<file path="config.mk">
export PLATFORM = sky130hd
export DESIGN_NAME = vec_unit_top
export DESIGN_NICKNAME = d
export VERILOG_FILES = /design/src/design/vec_pkg.sv /design/src/design/vec_unit_top.sv /design/src/design/vinstr_decode.sv /design/src/design/vlane_execute.sv /design/src/design/vregfile.sv /design/src/design/vresult_wb.sv
export VERILOG_INCLUDE_DIRS = /design/src /design/src/include
export SDC_FILE = /design/constraint.sdc
export NUM_CORES = 2
export LEC_CHECK = 0
export BUFFER_PORTS_ARGS = -buffer_cell sky130_fd_sc_hd__buf_2
export CORE_ASPECT_RATIO = 1.1
export CORE_MARGIN = 10
export CORE_UTILIZATION = 44
export CTS_CLUSTER_SIZE = 20
export DETAILED_ROUTE_END_ITERATION = 8
export GPL_ROUTABILITY_DRIVEN = 0
export PLACE_DENSITY = 0.59
export SYNTH_ARGS = -nofsm -noshare
export SYNTH_HDL_FRONTEND = slang
export SYNTH_SLANG_ARGS = --single-unit
</file>
<file path="constraint.sdc">
create_clock -name clk_i -period 10.2 [get_ports clk_i]
set_input_delay 0.51 -clock clk_i [delete_from_list [all_inputs] [get_ports clk_i]]
set_output_delay 0.51 -clock clk_i [all_outputs]
set_load 0.03 [all_outputs]
</file>
<file path="src/include/vec_params.svh">
// Vector unit parameters.
// Lane count, lane width and the size of the vector register file.
`ifndef VEC_PARAMS_SVH
`define VEC_PARAMS_SVH

// Lanes per vector.
`define VEC_LANES 4

// Bits per lane.
`define VEC_LANE_W 32

// Physical vector registers and their address width.
`define VEC_NUM_REGS 8
`define VEC_REG_AW 3

`endif

</file>
<file path="src/design/vec_pkg.sv">
// Vector unit package.
// Register, lane and vector types, the function codes and the
// instruction word, which decodes in an arithmetic and an immediate view.
`include "vec_params.svh"

package vec_pkg;

    typedef logic [`VEC_REG_AW-1:0]             vreg_t;  // Register number.
    typedef logic [`VEC_LANE_W-1:0]             lane_t;  // One lane word.
    typedef logic [`VEC_LANES*`VEC_LANE_W-1:0]  vec_t;   // Lane 0 in the low word.
    typedef logic [`VEC_LANES-1:0]              mask_t;  // One bit per lane.

    typedef enum logic [3:0] {
        VADD  = 4'h0,  // vd = vs1 + vs2.
        VSUB  = 4'h1,  // vd = vs1 - vs2.
        VAND  = 4'h2,
        VXOR  = 4'h3,
        VSETI = 4'h4,  // Broadcast of the sign-extended immediate.
        VREAD = 4'h5   // Copy one lane of vd to the readout word.
    } vfunct_e;

    typedef struct packed {
        vfunct_e     funct;  // Bits 31..28.
        logic        vm;     // Bit 27, masked by register 0.
        vreg_t       vd;     // Bits 26..24.
        vreg_t       vs1;    // Bits 23..21.
        vreg_t       vs2;    // Bits 20..18.
        logic [17:0] rsvd;
    } vinstr_arith_t;

    typedef struct packed {
        vfunct_e     funct;
        logic        rsvd_hi;   // No masking in this view.
        vreg_t       vd;        // Same place as in the arithmetic view.
        logic [7:0]  rsvd_mid;
        logic [15:0] imm;
    } vinstr_imm_t;

    typedef union packed {
        vinstr_arith_t arith;
        vinstr_imm_t   imm;
    } vinstr_u;

endpackage

</file>
<file path="src/design/vec_unit_top.sv">
// Vector unit top level.
// Wishbone slave front end, vector register file, lane execute stage
// and writeback, connected as a three-stage pipeline.

module vec_unit_top (
    input  logic           clk_i,
    input  logic           rstn_i,
    input  logic           wb_cyc_i,
    input  logic           wb_stb_i,
    input  logic           wb_we_i,
    input  logic           wb_adr_i,
    input  vec_pkg::lane_t wb_dat_i,
    output vec_pkg::lane_t wb_dat_o,
    output logic           wb_ack_o,
    output logic           busy_o
);
    import vec_pkg::*;

    logic    dec_valid;
    vfunct_e dec_funct;
    logic    dec_vm;
    vreg_t   dec_vd;
    vreg_t   rs1;
    vreg_t   rs2;
    lane_t   dec_imm;
    vec_t    rd_data1;
    vec_t    rd_data2;
    vec_t    rd_old_vd;
    mask_t   rd_mask;
    logic    ex_valid;
    vfunct_e ex_funct;
    vreg_t   ex_vd;
    vec_t    ex_data;
    logic    wr_en;
    vreg_t   wr_addr;
    vec_t    wr_data;
    lane_t   readout;

    assign busy_o = dec_valid | ex_valid;  // Instructions in flight.

    vinstr_decode u_decode (
        .clk_i       (clk_i),
        .rstn_i      (rstn_i),
        .wb_cyc_i    (wb_cyc_i),
        .wb_stb_i    (wb_stb_i),
        .wb_we_i     (wb_we_i),
        .wb_adr_i    (wb_adr_i),
        .wb_dat_i    (wb_dat_i),
        .readout_i   (readout),
        .ex_valid_i  (ex_valid),
        .wb_dat_o    (wb_dat_o),
        .wb_ack_o    (wb_ack_o),
        .dec_valid_o (dec_valid),
        .dec_funct_o (dec_funct),
        .dec_vm_o    (dec_vm),
        .dec_vd_o    (dec_vd),
        .rs1_o       (rs1),
        .rs2_o       (rs2),
        .dec_imm_o   (dec_imm)
    );

    vregfile u_regfile (
        .clk_i              (clk_i),
        .rstn_i             (rstn_i),
        .write_enable_i     (wr_en),
        .write_addr_i       (wr_addr),
        .write_data_i       (wr_data),
        .read_addr1_i       (rs1),
        .read_addr2_i       (rs2),
        .read_addr_old_vd_i (dec_vd),
        .read_addrm_i       (vreg_t'(0)),  // Mask lives in register 0.
        .use_mask_i         (dec_vm),
        .read_data1_o       (rd_data1),
        .read_data2_o       (rd_data2),
        .read_data_old_vd_o (rd_old_vd),
        .read_mask_o        (rd_mask)
    );

    vlane_execute u_execute (
        .clk_i       (clk_i),
        .rstn_i      (rstn_i),
        .dec_valid_i (dec_valid),
        .dec_funct_i (dec_funct),
        .dec_vm_i    (dec_vm),
        .dec_vd_i    (dec_vd),
        .dec_imm_i   (dec_imm),
        .rd_data1_i  (rd_data1),
        .rd_data2_i  (rd_data2),
        .rd_old_vd_i (rd_old_vd),
        .rd_mask_i   (rd_mask),
        .ex_valid_o  (ex_valid),
        .ex_funct_o  (ex_funct),
        .ex_vd_o     (ex_vd),
        .ex_data_o   (ex_data)
    );

    vresult_wb u_result (
        .clk_i      (clk_i),
        .rstn_i     (rstn_i),
        .ex_valid_i (ex_valid),
        .ex_funct_i (ex_funct),
        .ex_vd_i    (ex_vd),
        .ex_data_i  (ex_data),
        .wr_en_o    (wr_en),
        .wr_addr_o  (wr_addr),
        .wr_data_o  (wr_data),
        .readout_o  (readout)
    );

endmodule

</file>
<file path="src/design/vinstr_decode.sv">
// Instruction decode.
// Wishbone classic slave of the unit. Writes at address 0 carry
// instructions, which are decoded into the first pipeline register.
// Reads return the readout word or the status word and wait for an
// empty pipeline.
`include "vec_params.svh"

module vinstr_decode (
    input  logic             clk_i,
    input  logic             rstn_i,
    input  logic             wb_cyc_i,
    input  logic             wb_stb_i,
    input  logic             wb_we_i,
    input  logic             wb_adr_i,
    input  vec_pkg::lane_t   wb_dat_i,
    input  vec_pkg::lane_t   readout_i,
    input  logic             ex_valid_i,
    output vec_pkg::lane_t   wb_dat_o,
    output logic             wb_ack_o,
    output logic             dec_valid_o,
    output vec_pkg::vfunct_e dec_funct_o,
    output logic             dec_vm_o,
    output vec_pkg::vreg_t   dec_vd_o,
    output vec_pkg::vreg_t   rs1_o,
    output vec_pkg::vreg_t   rs2_o,
    output vec_pkg::lane_t   dec_imm_o
);
    import vec_pkg::*;

    vinstr_u instr;
    logic    funct_ok;
    logic    uses_imm;
    logic    busy;
    logic    wr_req;
    logic    rd_req;
    lane_t   nxt_imm;

    always_comb begin
        instr    = vinstr_u'(wb_dat_i);
        funct_ok = 1'b0;
        uses_imm = 1'b0;
        case (instr.arith.funct)
            VADD, VSUB, VAND, VXOR: funct_ok = 1'b1;
            VSETI, VREAD: begin
                funct_ok = 1'b1;
                uses_imm = 1'b1;
            end
            default: funct_ok = 1'b0;  // Reserved code, dropped.
        endcase
        if (instr.imm.funct == VREAD) begin
            nxt_imm = lane_t'(instr.imm.imm[1:0]);  // Lane number.
        end else begin
            nxt_imm = {{(`VEC_LANE_W-16){instr.imm.imm[15]}}, instr.imm.imm};
        end
    end

    assign busy   = dec_valid_o | ex_valid_i;
    assign wr_req = wb_cyc_i & wb_stb_i & wb_we_i & ~wb_ack_o;
    assign rd_req = wb_cyc_i & wb_stb_i & ~wb_we_i & ~wb_ack_o & ~busy;  // Hold off reads.

    always_ff @(posedge clk_i) begin
        if (!rstn_i) begin
            wb_ack_o    <= 1'b0;
            dec_valid_o <= 1'b0;
            wb_dat_o    <= '0;
        end else begin
            wb_ack_o    <= wr_req | rd_req;  // One pulse per transfer.
            dec_valid_o <= wr_req & funct_ok;
            if (rd_req) begin
                wb_dat_o <= wb_adr_i ? lane_t'(busy) : readout_i;
            end
        end
    end

    // Decode register payload.
    always_ff @(posedge clk_i) begin
        if (wr_req) begin
            dec_funct_o <= instr.arith.funct;
            dec_vm_o    <= instr.arith.vm & ~uses_imm;
            dec_vd_o    <= instr.arith.vd;
            rs1_o       <= instr.arith.vs1;
            rs2_o       <= instr.arith.vs2;
            dec_imm_o   <= nxt_imm;
        end
    end

    // The ack drops for a cycle before the master's next transfer.
    a_ack_single: assert property (@(posedge clk_i) disable iff (!rstn_i)
        (wb_ack_o && wb_stb_i) |=> !(wb_ack_o && wb_stb_i));

endmodule

</file>
<file path="src/design/vlane_execute.sv">
// Lane execute stage.
// Computes the lane-wise result of the decoded instruction, merges
// masked-off lanes from the old destination and registers the result.
// VREAD moves the addressed lane of vd into lane 0.
`include "vec_params.svh"

module vlane_execute (
    input  logic             clk_i,
    input  logic             rstn_i,
    input  logic             dec_valid_i,
    input  vec_pkg::vfunct_e dec_funct_i,
    input  logic             dec_vm_i,
    input  vec_pkg::vreg_t   dec_vd_i,
    input  vec_pkg::lane_t   dec_imm_i,
    input  vec_pkg::vec_t    rd_data1_i,
    input  vec_pkg::vec_t    rd_data2_i,
    input  vec_pkg::vec_t    rd_old_vd_i,
    input  vec_pkg::mask_t   rd_mask_i,
    output logic             ex_valid_o,
    output vec_pkg::vfunct_e ex_funct_o,
    output vec_pkg::vreg_t   ex_vd_o,
    output vec_pkg::vec_t    ex_data_o
);
    import vec_pkg::*;

    localparam int LANE_SW = $clog2(`VEC_LANES);

    lane_t a;
    lane_t b;
    lane_t old;
    lane_t op;
    vec_t  result;

    always_comb begin
        result = '0;
        for (int l = 0; l < `VEC_LANES; l++) begin
            a   = rd_data1_i[l*`VEC_LANE_W +: `VEC_LANE_W];
            b   = rd_data2_i[l*`VEC_LANE_W +: `VEC_LANE_W];
            old = rd_old_vd_i[l*`VEC_LANE_W +: `VEC_LANE_W];
            case (dec_funct_i)
                VADD:    op = a + b;  // Wraps at lane width.
                VSUB:    op = a - b;
                VAND:    op = a & b;
                VXOR:    op = a ^ b;
                VSETI:   op = dec_imm_i;
                default: op = '0;
            endcase
            if (!dec_vm_i || rd_mask_i[l]) begin
                result[l*`VEC_LANE_W +: `VEC_LANE_W] = op;
            end else begin
                result[l*`VEC_LANE_W +: `VEC_LANE_W] = old;  // Lane masked off.
            end
        end
        if (dec_funct_i == VREAD) begin
            result = vec_t'(rd_old_vd_i[dec_imm_i[LANE_SW-1:0]*`VEC_LANE_W +: `VEC_LANE_W]);
        end
    end

    always_ff @(posedge clk_i) begin
        if (!rstn_i) begin
            ex_valid_o <= 1'b0;
        end else begin
            ex_valid_o <= dec_valid_i;
        end
    end

    always_ff @(posedge clk_i) begin
        ex_funct_o <= dec_funct_i;
        ex_vd_o    <= dec_vd_i;
        ex_data_o  <= result;
    end

    // Decode clears vm for immediate-form instructions.
    a_vread_unmasked: assert property (@(posedge clk_i) disable iff (!rstn_i)
        (dec_valid_i && dec_funct_i == VREAD) |-> !dec_vm_i);

endmodule

</file>
<file path="src/design/vregfile.sv">
// Vector register file.
// Physical vector registers with three data read ports, a mask read
// port and one write port. A write in progress is forwarded to any read
// port addressing the same register.
`include "vec_params.svh"

module vregfile (
    input  logic           clk_i,
    input  logic           rstn_i,
    input  logic           write_enable_i,
    input  vec_pkg::vreg_t write_addr_i,
    input  vec_pkg::vec_t  write_data_i,
    input  vec_pkg::vreg_t read_addr1_i,
    input  vec_pkg::vreg_t read_addr2_i,
    input  vec_pkg::vreg_t read_addr_old_vd_i,
    input  vec_pkg::vreg_t read_addrm_i,
    input  logic           use_mask_i,
    output vec_pkg::vec_t  read_data1_o,
    output vec_pkg::vec_t  read_data2_o,
    output vec_pkg::vec_t  read_data_old_vd_o,
    output vec_pkg::mask_t read_mask_o
);
    import vec_pkg::*;

    vec_t registers [`VEC_NUM_REGS];
    logic bypass1;
    logic bypass2;
    logic bypass_old_vd;
    logic bypassm;
    vec_t mask_src;

    always_comb begin
        bypass1       = write_enable_i && (write_addr_i == read_addr1_i);
        bypass2       = write_enable_i && (write_addr_i == read_addr2_i);
        bypass_old_vd = write_enable_i && (write_addr_i == read_addr_old_vd_i);
        bypassm       = write_enable_i && (write_addr_i == read_addrm_i);

        if (bypass1) begin
            read_data1_o = write_data_i;
        end else begin
            read_data1_o = registers[read_addr1_i];
        end

        if (bypass2) begin
            read_data2_o = write_data_i;
        end else begin
            read_data2_o = registers[read_addr2_i];
        end

        if (bypass_old_vd) begin
            read_data_old_vd_o = write_data_i;
        end else begin
            read_data_old_vd_o = registers[read_addr_old_vd_i];
        end

        mask_src = bypassm ? write_data_i : registers[read_addrm_i];
        if (use_mask_i) begin
            read_mask_o = mask_src[`VEC_LANES-1:0];  // Low bits of the mask register.
        end else begin
            read_mask_o = '1;  // Unmasked, every lane enabled.
        end
    end

    always_ff @(posedge clk_i) begin
        if (!rstn_i) begin
            for (int i = 0; i < `VEC_NUM_REGS; i++) begin
                registers[i] <= '0;
            end
        end else if (write_enable_i) begin
            registers[write_addr_i] <= write_data_i;
        end
    end

    a_we_known: assert property (@(posedge clk_i) disable iff (!rstn_i)
        !$isunknown(write_enable_i));

endmodule

</file>
<file path="src/design/vresult_wb.sv">
// Writeback stage.
// Registers the execute result and drives the register file write port.
// VREAD results go to the readout word instead.
`include "vec_params.svh"

module vresult_wb (
    input  logic             clk_i,
    input  logic             rstn_i,
    input  logic             ex_valid_i,
    input  vec_pkg::vfunct_e ex_funct_i,
    input  vec_pkg::vreg_t   ex_vd_i,
    input  vec_pkg::vec_t    ex_data_i,
    output logic             wr_en_o,
    output vec_pkg::vreg_t   wr_addr_o,
    output vec_pkg::vec_t    wr_data_o,
    output vec_pkg::lane_t   readout_o
);
    import vec_pkg::*;

    logic is_read;

    assign is_read = (ex_funct_i == VREAD);

    always_ff @(posedge clk_i) begin
        if (!rstn_i) begin
            wr_en_o   <= 1'b0;
            readout_o <= '0;
        end else begin
            wr_en_o <= ex_valid_i & ~is_read;
            if (ex_valid_i && is_read) begin
                readout_o <= ex_data_i[`VEC_LANE_W-1:0];  // Lane 0 holds the selected word.
            end
        end
    end

    always_ff @(posedge clk_i) begin
        wr_addr_o <= ex_vd_i;
        wr_data_o <= ex_data_i;
    end

endmodule

</file>
Yosys cells after proc, flatten, opt, wreduce, memory -nomap -nowiden
Memory sizes are Yosys's and may differ from the RTL's. A register that Yosys moved wholly into a read port is not among the register bits.
Index checks and enable logic that the tools add are counted.
{"block": "totals", "ff_bits": 364, "ram_bits": 1024, "input_bits": 38, "output_inout_bits": 34, "elab_cells": 110, "memories": 1}
{"name": "u_regfile.registers", "words": 8, "word_bits": 128, "rd": 4, "rd_ports_with_merged_regs": 3, "wr": 8, "line_no": "vregfile.sv:25", "rtl": "vec_t registers [`VEC_NUM_REGS];"}
{"block": "op_classes", "n_addsub": 8, "eq_ne": 14, "shift": 1, "n_mux": 27, "bitwise": 24, "n_reduce_logical": 16}
{"op": "case mux 32 bit (5 select lines)", "count": 4}
{"op": "2-to-1 mux 128 bit", "count": 4}
{"op": "2-to-1 mux 32 bit", "count": 6}
{"op": "adder 32 bit", "count": 4}
{"op": "AND 32 bit", "count": 4}
{"op": "OR reduction 128 bit", "count": 1}
{"op": "variable part select 128 x 8 -> 32 bit", "count": 1}
{"op": "subtractor 32 bit", "count": 4}
{"op": "XOR 32 bit", "count": 4}
{"op": "equality test 4 x 3 -> 1 bit (second input constant)", "count": 5}
{"op": "equality test 4 x 2 -> 1 bit (second input constant)", "count": 4}
{"op": "2-to-1 mux 3 bit", "count": 4}
{"op": "AND 1 bit", "count": 9}
{"op": "equality test 3 bit", "count": 3}
{"op": "equality test 4 x 1 -> 1 bit (second input constant)", "count": 2}
{"op": "zero test 4 bit", "count": 2}
{"op": "2-to-1 mux 4 bit", "count": 2}
{"op": "2-to-1 mux 1 bit", "count": 7}
{"op": "OR reduction 6 bit", "count": 1}
{"op": "logical AND 1 bit", "count": 5}
{"op": "inverter 1 bit", "count": 5}
{"op": "logical OR 1 bit", "count": 4}
{"op": "zero test 3 bit", "count": 1}
{"op": "bitwise OR 1 bit", "count": 2}
{"op": "2 further kinds", "count": 2}

Longest topological paths before layout
{"block": "depth", "ltp_word": 7, "mapped_depth": 33, "ltp_nobuf": 24}

Modules after synthesis
A second synthesis with hierarchy kept.
{"block": "hier_totals", "cells_unflattened": 6959, "area_unflattened_um2": 91016.0}
{"mod": "vregfile", "instances": 1, "cells_per_inst": 4148, "area_per_inst_um2": 66366.2, "seq_area_each_um2": 30749.5}
{"mod": "vlane_execute", "instances": 1, "cells_per_inst": 2317, "area_per_inst_um2": 17991.0, "seq_area_each_um2": 2722.6}
{"mod": "vresult_wb", "instances": 1, "cells_per_inst": 275, "area_per_inst_um2": 3971.3, "seq_area_each_um2": 3283.1}
{"mod": "vinstr_decode", "instances": 1, "cells_per_inst": 217, "area_per_inst_um2": 2677.6, "seq_area_each_um2": 1581.5}
{"mod": "vec_unit_top", "instances": 1, "cells_per_inst": 2, "area_per_inst_um2": 10.0, "seq_area_each_um2": 0.0}

Least setup slack after synthesis
OpenSTA, ideal clock, no wires.
{"block": "synth_timing", "kind": "register -> register", "from": "reg u_result.wr_addr_o[0]", "to": "mem u_regfile.registers[3][0] (netlist bit), enable pin", "setup_time_ns": 0.793, "arrival_time_ns": 9.990, "required_ns": 9.407, "slack_ns": -0.583, "path_stages_with_launch": 5, "path_buffers": 2, "period_less_slack_ns": 10.783, "cell_sequence": "dfxtp_1 -> buf_2 -> clkbuf_1 -> nand3_1 -> o21ai_0"}
{"element": "from (decl)", "line_no": "vresult_wb.sv:14", "rtl": "output vec_pkg::vreg_t wr_addr_o,"}
{"element": "from (signal assigned)", "line_no": "vresult_wb.sv:37", "rtl": "wr_addr_o <= ex_vd_i;"}
{"element": "to (decl)", "line_no": "vregfile.sv:25"}

==> results.py <==
metrics = {
    "clocking": {
        "clock_sinks": 1397,
        "clock_latency_ns": 0.84,
        "cts_tree": "done",
        "h-tree-depth": 4,
        "root_buffer": "clkbuf_16",
        "cts_buffer_depth": 3,
        "numCtsBuffers": 157,
        "cts.repair.resized": 0,
        "clk_pin_slew_ns": 0.06,
    },
    "logic_synthesis": {
        "synth_cell_types": 98,
        "netlist_top_cells_area": "edfxtp_1 36%, mux4_2 19%, dfxtp_1 7.7%",
        "synthMuxAreaShare": 0.236,
        "ys.warnings.count": 0,
        "synth_compound_area_frac": 0.0948,
        "synth_nets": 7848,
        "synth_xor_area_frac": 0.0224,
        "synth_top_cell_by_area": "edfxtp_1",
        "synth_area_mm2": 0.0889,
        "synth-edff-count": 1054,
        "synth_flop_cell": "edfxtp_1",
        "yosysSeqAreaShare": 0.433,
        "syn_inst": 7550,
        "ys_ff_latch": 1397,
        "synth_top_area_frac": 0.356,
        "synth_adder_area_share": 0.0369,
        "yosys.area_share.simple": 0.139,
        "postSynth.asyncResetShare": 0,
        "synth_top_family_by_area": "multiplexers",
        "avgSynthCellArea_um2": 11.8,
    },
    "floorplanning": {
        "die-area_mm2": 0.220,
        "die_x_um": 449,
        "initial_core_util": 0.441,
        "die_height_um": 491,
        "core_area_mm2": 0.202,
        "io_pins": 72,
        "rows": 173,
    },
    "hold_path": {
        "whs_endpoint": "u_decode.dec_imm_o[3]",
        "worst_hold_path_type": "in -> reg",
        "min_from": "wb_dat_i[3]",
        "holdPathStages": 2,
    },
    "grt": {
        "grt_max_degree": 125,
        "first_global_vias": 65700,
        "grt_overflow": 0,
        "antenna_found_initial": 31,
        "grt_use_total": 0.281,
        "grt_pass1_wl_mm": 461,
    },
    "run_status": {
        "violations": "max-capacitance violations, max-slew violations",
        "status": "complete, but fails checks",
    },
    "cells_and_area": {
        "areaGrowthSynthToFinish_pct": 9.23,
        "nets": 7565,
        "multi_input_area_mm2": 0.0473,
        "nFillCells": 17800,
        "drive_gt1_frac": 0.184,
        "fin_area_mm2": 0.0971,
        "regArea_mm2": 0.0386,
        "final_util": 0.482,
        "final_cells": 10100,
    },
    "placed_design": {
        "place_inst": 9792,
        "place_area_mm2": 0.0913,
        "hpwlAfterDp_mm": 193,
        "port_buffers": 69,
    },
    "setup_path": {
        "path_class": "reg -> reg",
        "start_kind": "flop",
        "reg2reg_depth": 24,
        "cp_max_fo": 41,
        "r2r-end": "u_execute.ex_data_o[30]",
        "cp.required_ns": 10.97,
        "rrSetupSlack_ns": 2.55,
        "arrival_ns": 8.43,
        "crit_path_end_kind": "flop",
    },
    "routing": {
        "vias_per_cell": 6.62,
        "vias": 67100,
        "drtAntennaViolNets": 0,
        "drc": 0,
        "drt_first_iter_violations": 9258,
        "dr.pass1.iters": 9,
        "wl_per_cell_um": 31.7,
        "routed_wl_mm": 321,
    },
    "run": {
        "maxCapViolations": 1,
    },
    "timing": {
        "drv_slew": 3,
        "worstMarginPinSlew_ns": 1.54,
        "post-route-period-util": 0.750,
        "final.setup.tns_ns": 0,
        "hold_viol": 0,
        "max_freq_ghz": 0.131,
        "hold_ws_ns": 0.0354,
        "rsz0062_at_grt": "false",
        "relSlewSlack": -0.0406,
        "setup_violations": 0,
        "finalClockSkew_ns": 0.0249,
        "min_period_ns": 7.65,
    },
    "power": {
        "powerDensity_mw_per_mm2": 156,
        "switching_share": 0.280,
        "pwr-share-seq": 0.437,
        "irDropWorstVdd_mv": 0.137,
        "net-switching-power_w": 0.00424,
        "pwr-share-comb": 0.164,
        "cellLeakagePower_nw": 37.0,
        "clockPowerShare": 0.399,
        "p_int_w": 0.0109,
    },
}
[kinds of logic (layout without fill, tap and decap cells)]
| group | count (synthesis) | in the layout |
|---|---|---|
| AND/OR/NAND/NOR | 2385 | 2385 |
| flip-flops | 1397 | 1397 |
| AO/OA/AOI/OAI | 1341 | 1341 |
| multiplexers | 1154 | 1154 |
| buffers and inverters | 789 | 642 |
| adder cells (fa/ha/maj) | 260 | 260 |
| XOR/XNOR | 224 | 224 |
| other | 0 | 21 |
[worst max-delay path: stages, from the launching register on]
cell      delay, ns
dfxtp_4        0.91
nor2b_1        0.67
a22oi_1        0.20
o211ai_1       0.19
and2_1         0.20
ha_1           0.18
o211ai_1       0.13
or4_1          0.59
nor3_2         0.42
nand2_1        0.26
o21ai_0        0.26
xor2_1         0.10
ha_1           0.44
nand4_1        0.17
nor3_1         0.57
nand2_1        0.12
nor3_1         0.25
a221oi_1       0.19
a311oi_1       0.42
buf_4          0.21
a211o_1        0.17
a21o_1         0.13
a21oi_1        0.07
or4b_2         0.63
nand3_1        0.09
[worst max path at each step]
stage                               start                        end  slack (ns)  cells after the start
floorplan           u_result.wr_addr_o[0]  u_regfile.registers[3][0]       -0.58                      4
global placement    u_result.wr_addr_o[0]   u_execute.ex_data_o[127]        2.74                     25
detailed placement  u_result.wr_addr_o[0]   u_execute.ex_data_o[127]        2.80                     22
CTS                 u_result.wr_addr_o[0]    u_execute.ex_data_o[30]        2.75                     26
global route        u_result.wr_addr_o[0]   u_execute.ex_data_o[127]        2.36                     25
finish                               flop    u_execute.ex_data_o[30]        2.55                     24
[state kept, by name (all words and copies together), names as in the netlist, named ones only]
name,flops
u_decode.dec_funct_o,4
u_decode.dec_imm_o,16
u_decode.dec_valid_o,1
u_decode.dec_vd_o,3
u_decode.dec_vm_o,1
u_decode.rs1_o,3
u_decode.rs2_o,3
u_decode.wb_ack_o,1
u_decode.wb_dat_o,32
u_execute.ex_data_o,128
u_execute.ex_funct_o,4
u_execute.ex_valid_o,1
u_execute.ex_vd_o,3
u_regfile.registers,1024
u_result.readout_o,32
u_result.wr_addr_o,3
u_result.wr_data_o,128
u_result.wr_en_o,1
[what timing repair did]
item / in CTS / in global routing
setup endpoints to repair: 0 / 0
hold buffers: 28 / 0
endpoints found under the hold margin: 34 / 0
buffers inserted: 0 / 0
[power by group through the flow]
stage	Combinational [W]	Sequential (W)	Clock, W
finish	0.00249	0.00661	0.00604
global route	0.00264	0.00664	0.00631
CTS	0.00244	0.00660	0.00609
detailed placement	0.00242	0.00672	0
global placement	0.00240	0.00670	0
floorplan	0.00181	0.00658	0
[through the flow]
step / setup slack [ns] / total power [W]
after CTS: 2.75 / 0.0151
after global placement: 2.74 / 0.00909
after floorplan: -0.583 / 0.00839
after global routing: 2.36 / 0.0156
after detailed placement: 2.80 / 0.00913
final: 2.55 / 0.0151
[synth_stat cells (44+ instances only)]
cell         n
edfxtp_1  1054
and2_1     946
mux4_2     747
nand2_1    550
clkbuf_1   473
nor2_1     455
a21oi_1    446
mux2i_1    375
dfxtp_1    343
o21ai_0    291
ha_1       256
xnor2_1    134
buf_1      128
nor3_1      96
xor2_1      88
a221oi_1    82
inv_1       81
a31oi_1     75
a22oi_1     74
a21o_1      64
nor4_1      62
nand3_1     58
buf_2       48
nand2b_1    44
[metal layers]
metal	vias up	wire length [um]	track usage
met5	-	173	0
met1	34000	122000	0.368
met4	21	14500	0.122
met3	836	36500	0.0639
li1	28100	-	-
met2	4210	149000	0.449
[placed cells by master, fill, tap and decap left out, types with 35 or more instances in the layout]
master and instances:
edfxtp_1 1054, and2_1 944, mux4_2 747, nand2_1 547, nor2_1 447, a21oi_1 446
mux2i_1 375, dfxtp_1 333, o21ai_0 285, ha_1 256, clkbuf_16 163, buf_4 144
xnor2_1 134, nor3_1 91, xor2_1 88, a221oi_1 82, inv_1 79, a31oi_1 75
a22oi_1 74, buf_2 69, a21o_1 64, nor4_1 62, nand3_1 57, nand2b_1 39
o211ai_1 37, a211oi_1 37, nor2b_1 35
[layout make-up]
| cell class | count | area share |
|---|---|---|
| antenna | 21 | 0.000541 |
| tap | 2712 | 0.0349 |
| clock inverter | 76 | 0.00916 |
| inverter | 89 | 0.00349 |
| timing repair buffer | 258 | 0.0211 |
| multi-input combinational | 5364 | 0.487 |
| clock buffer | 219 | 0.0472 |
| sequential | 1397 | 0.397 |
Note: power is estimated with default switching activity, not from simulation.
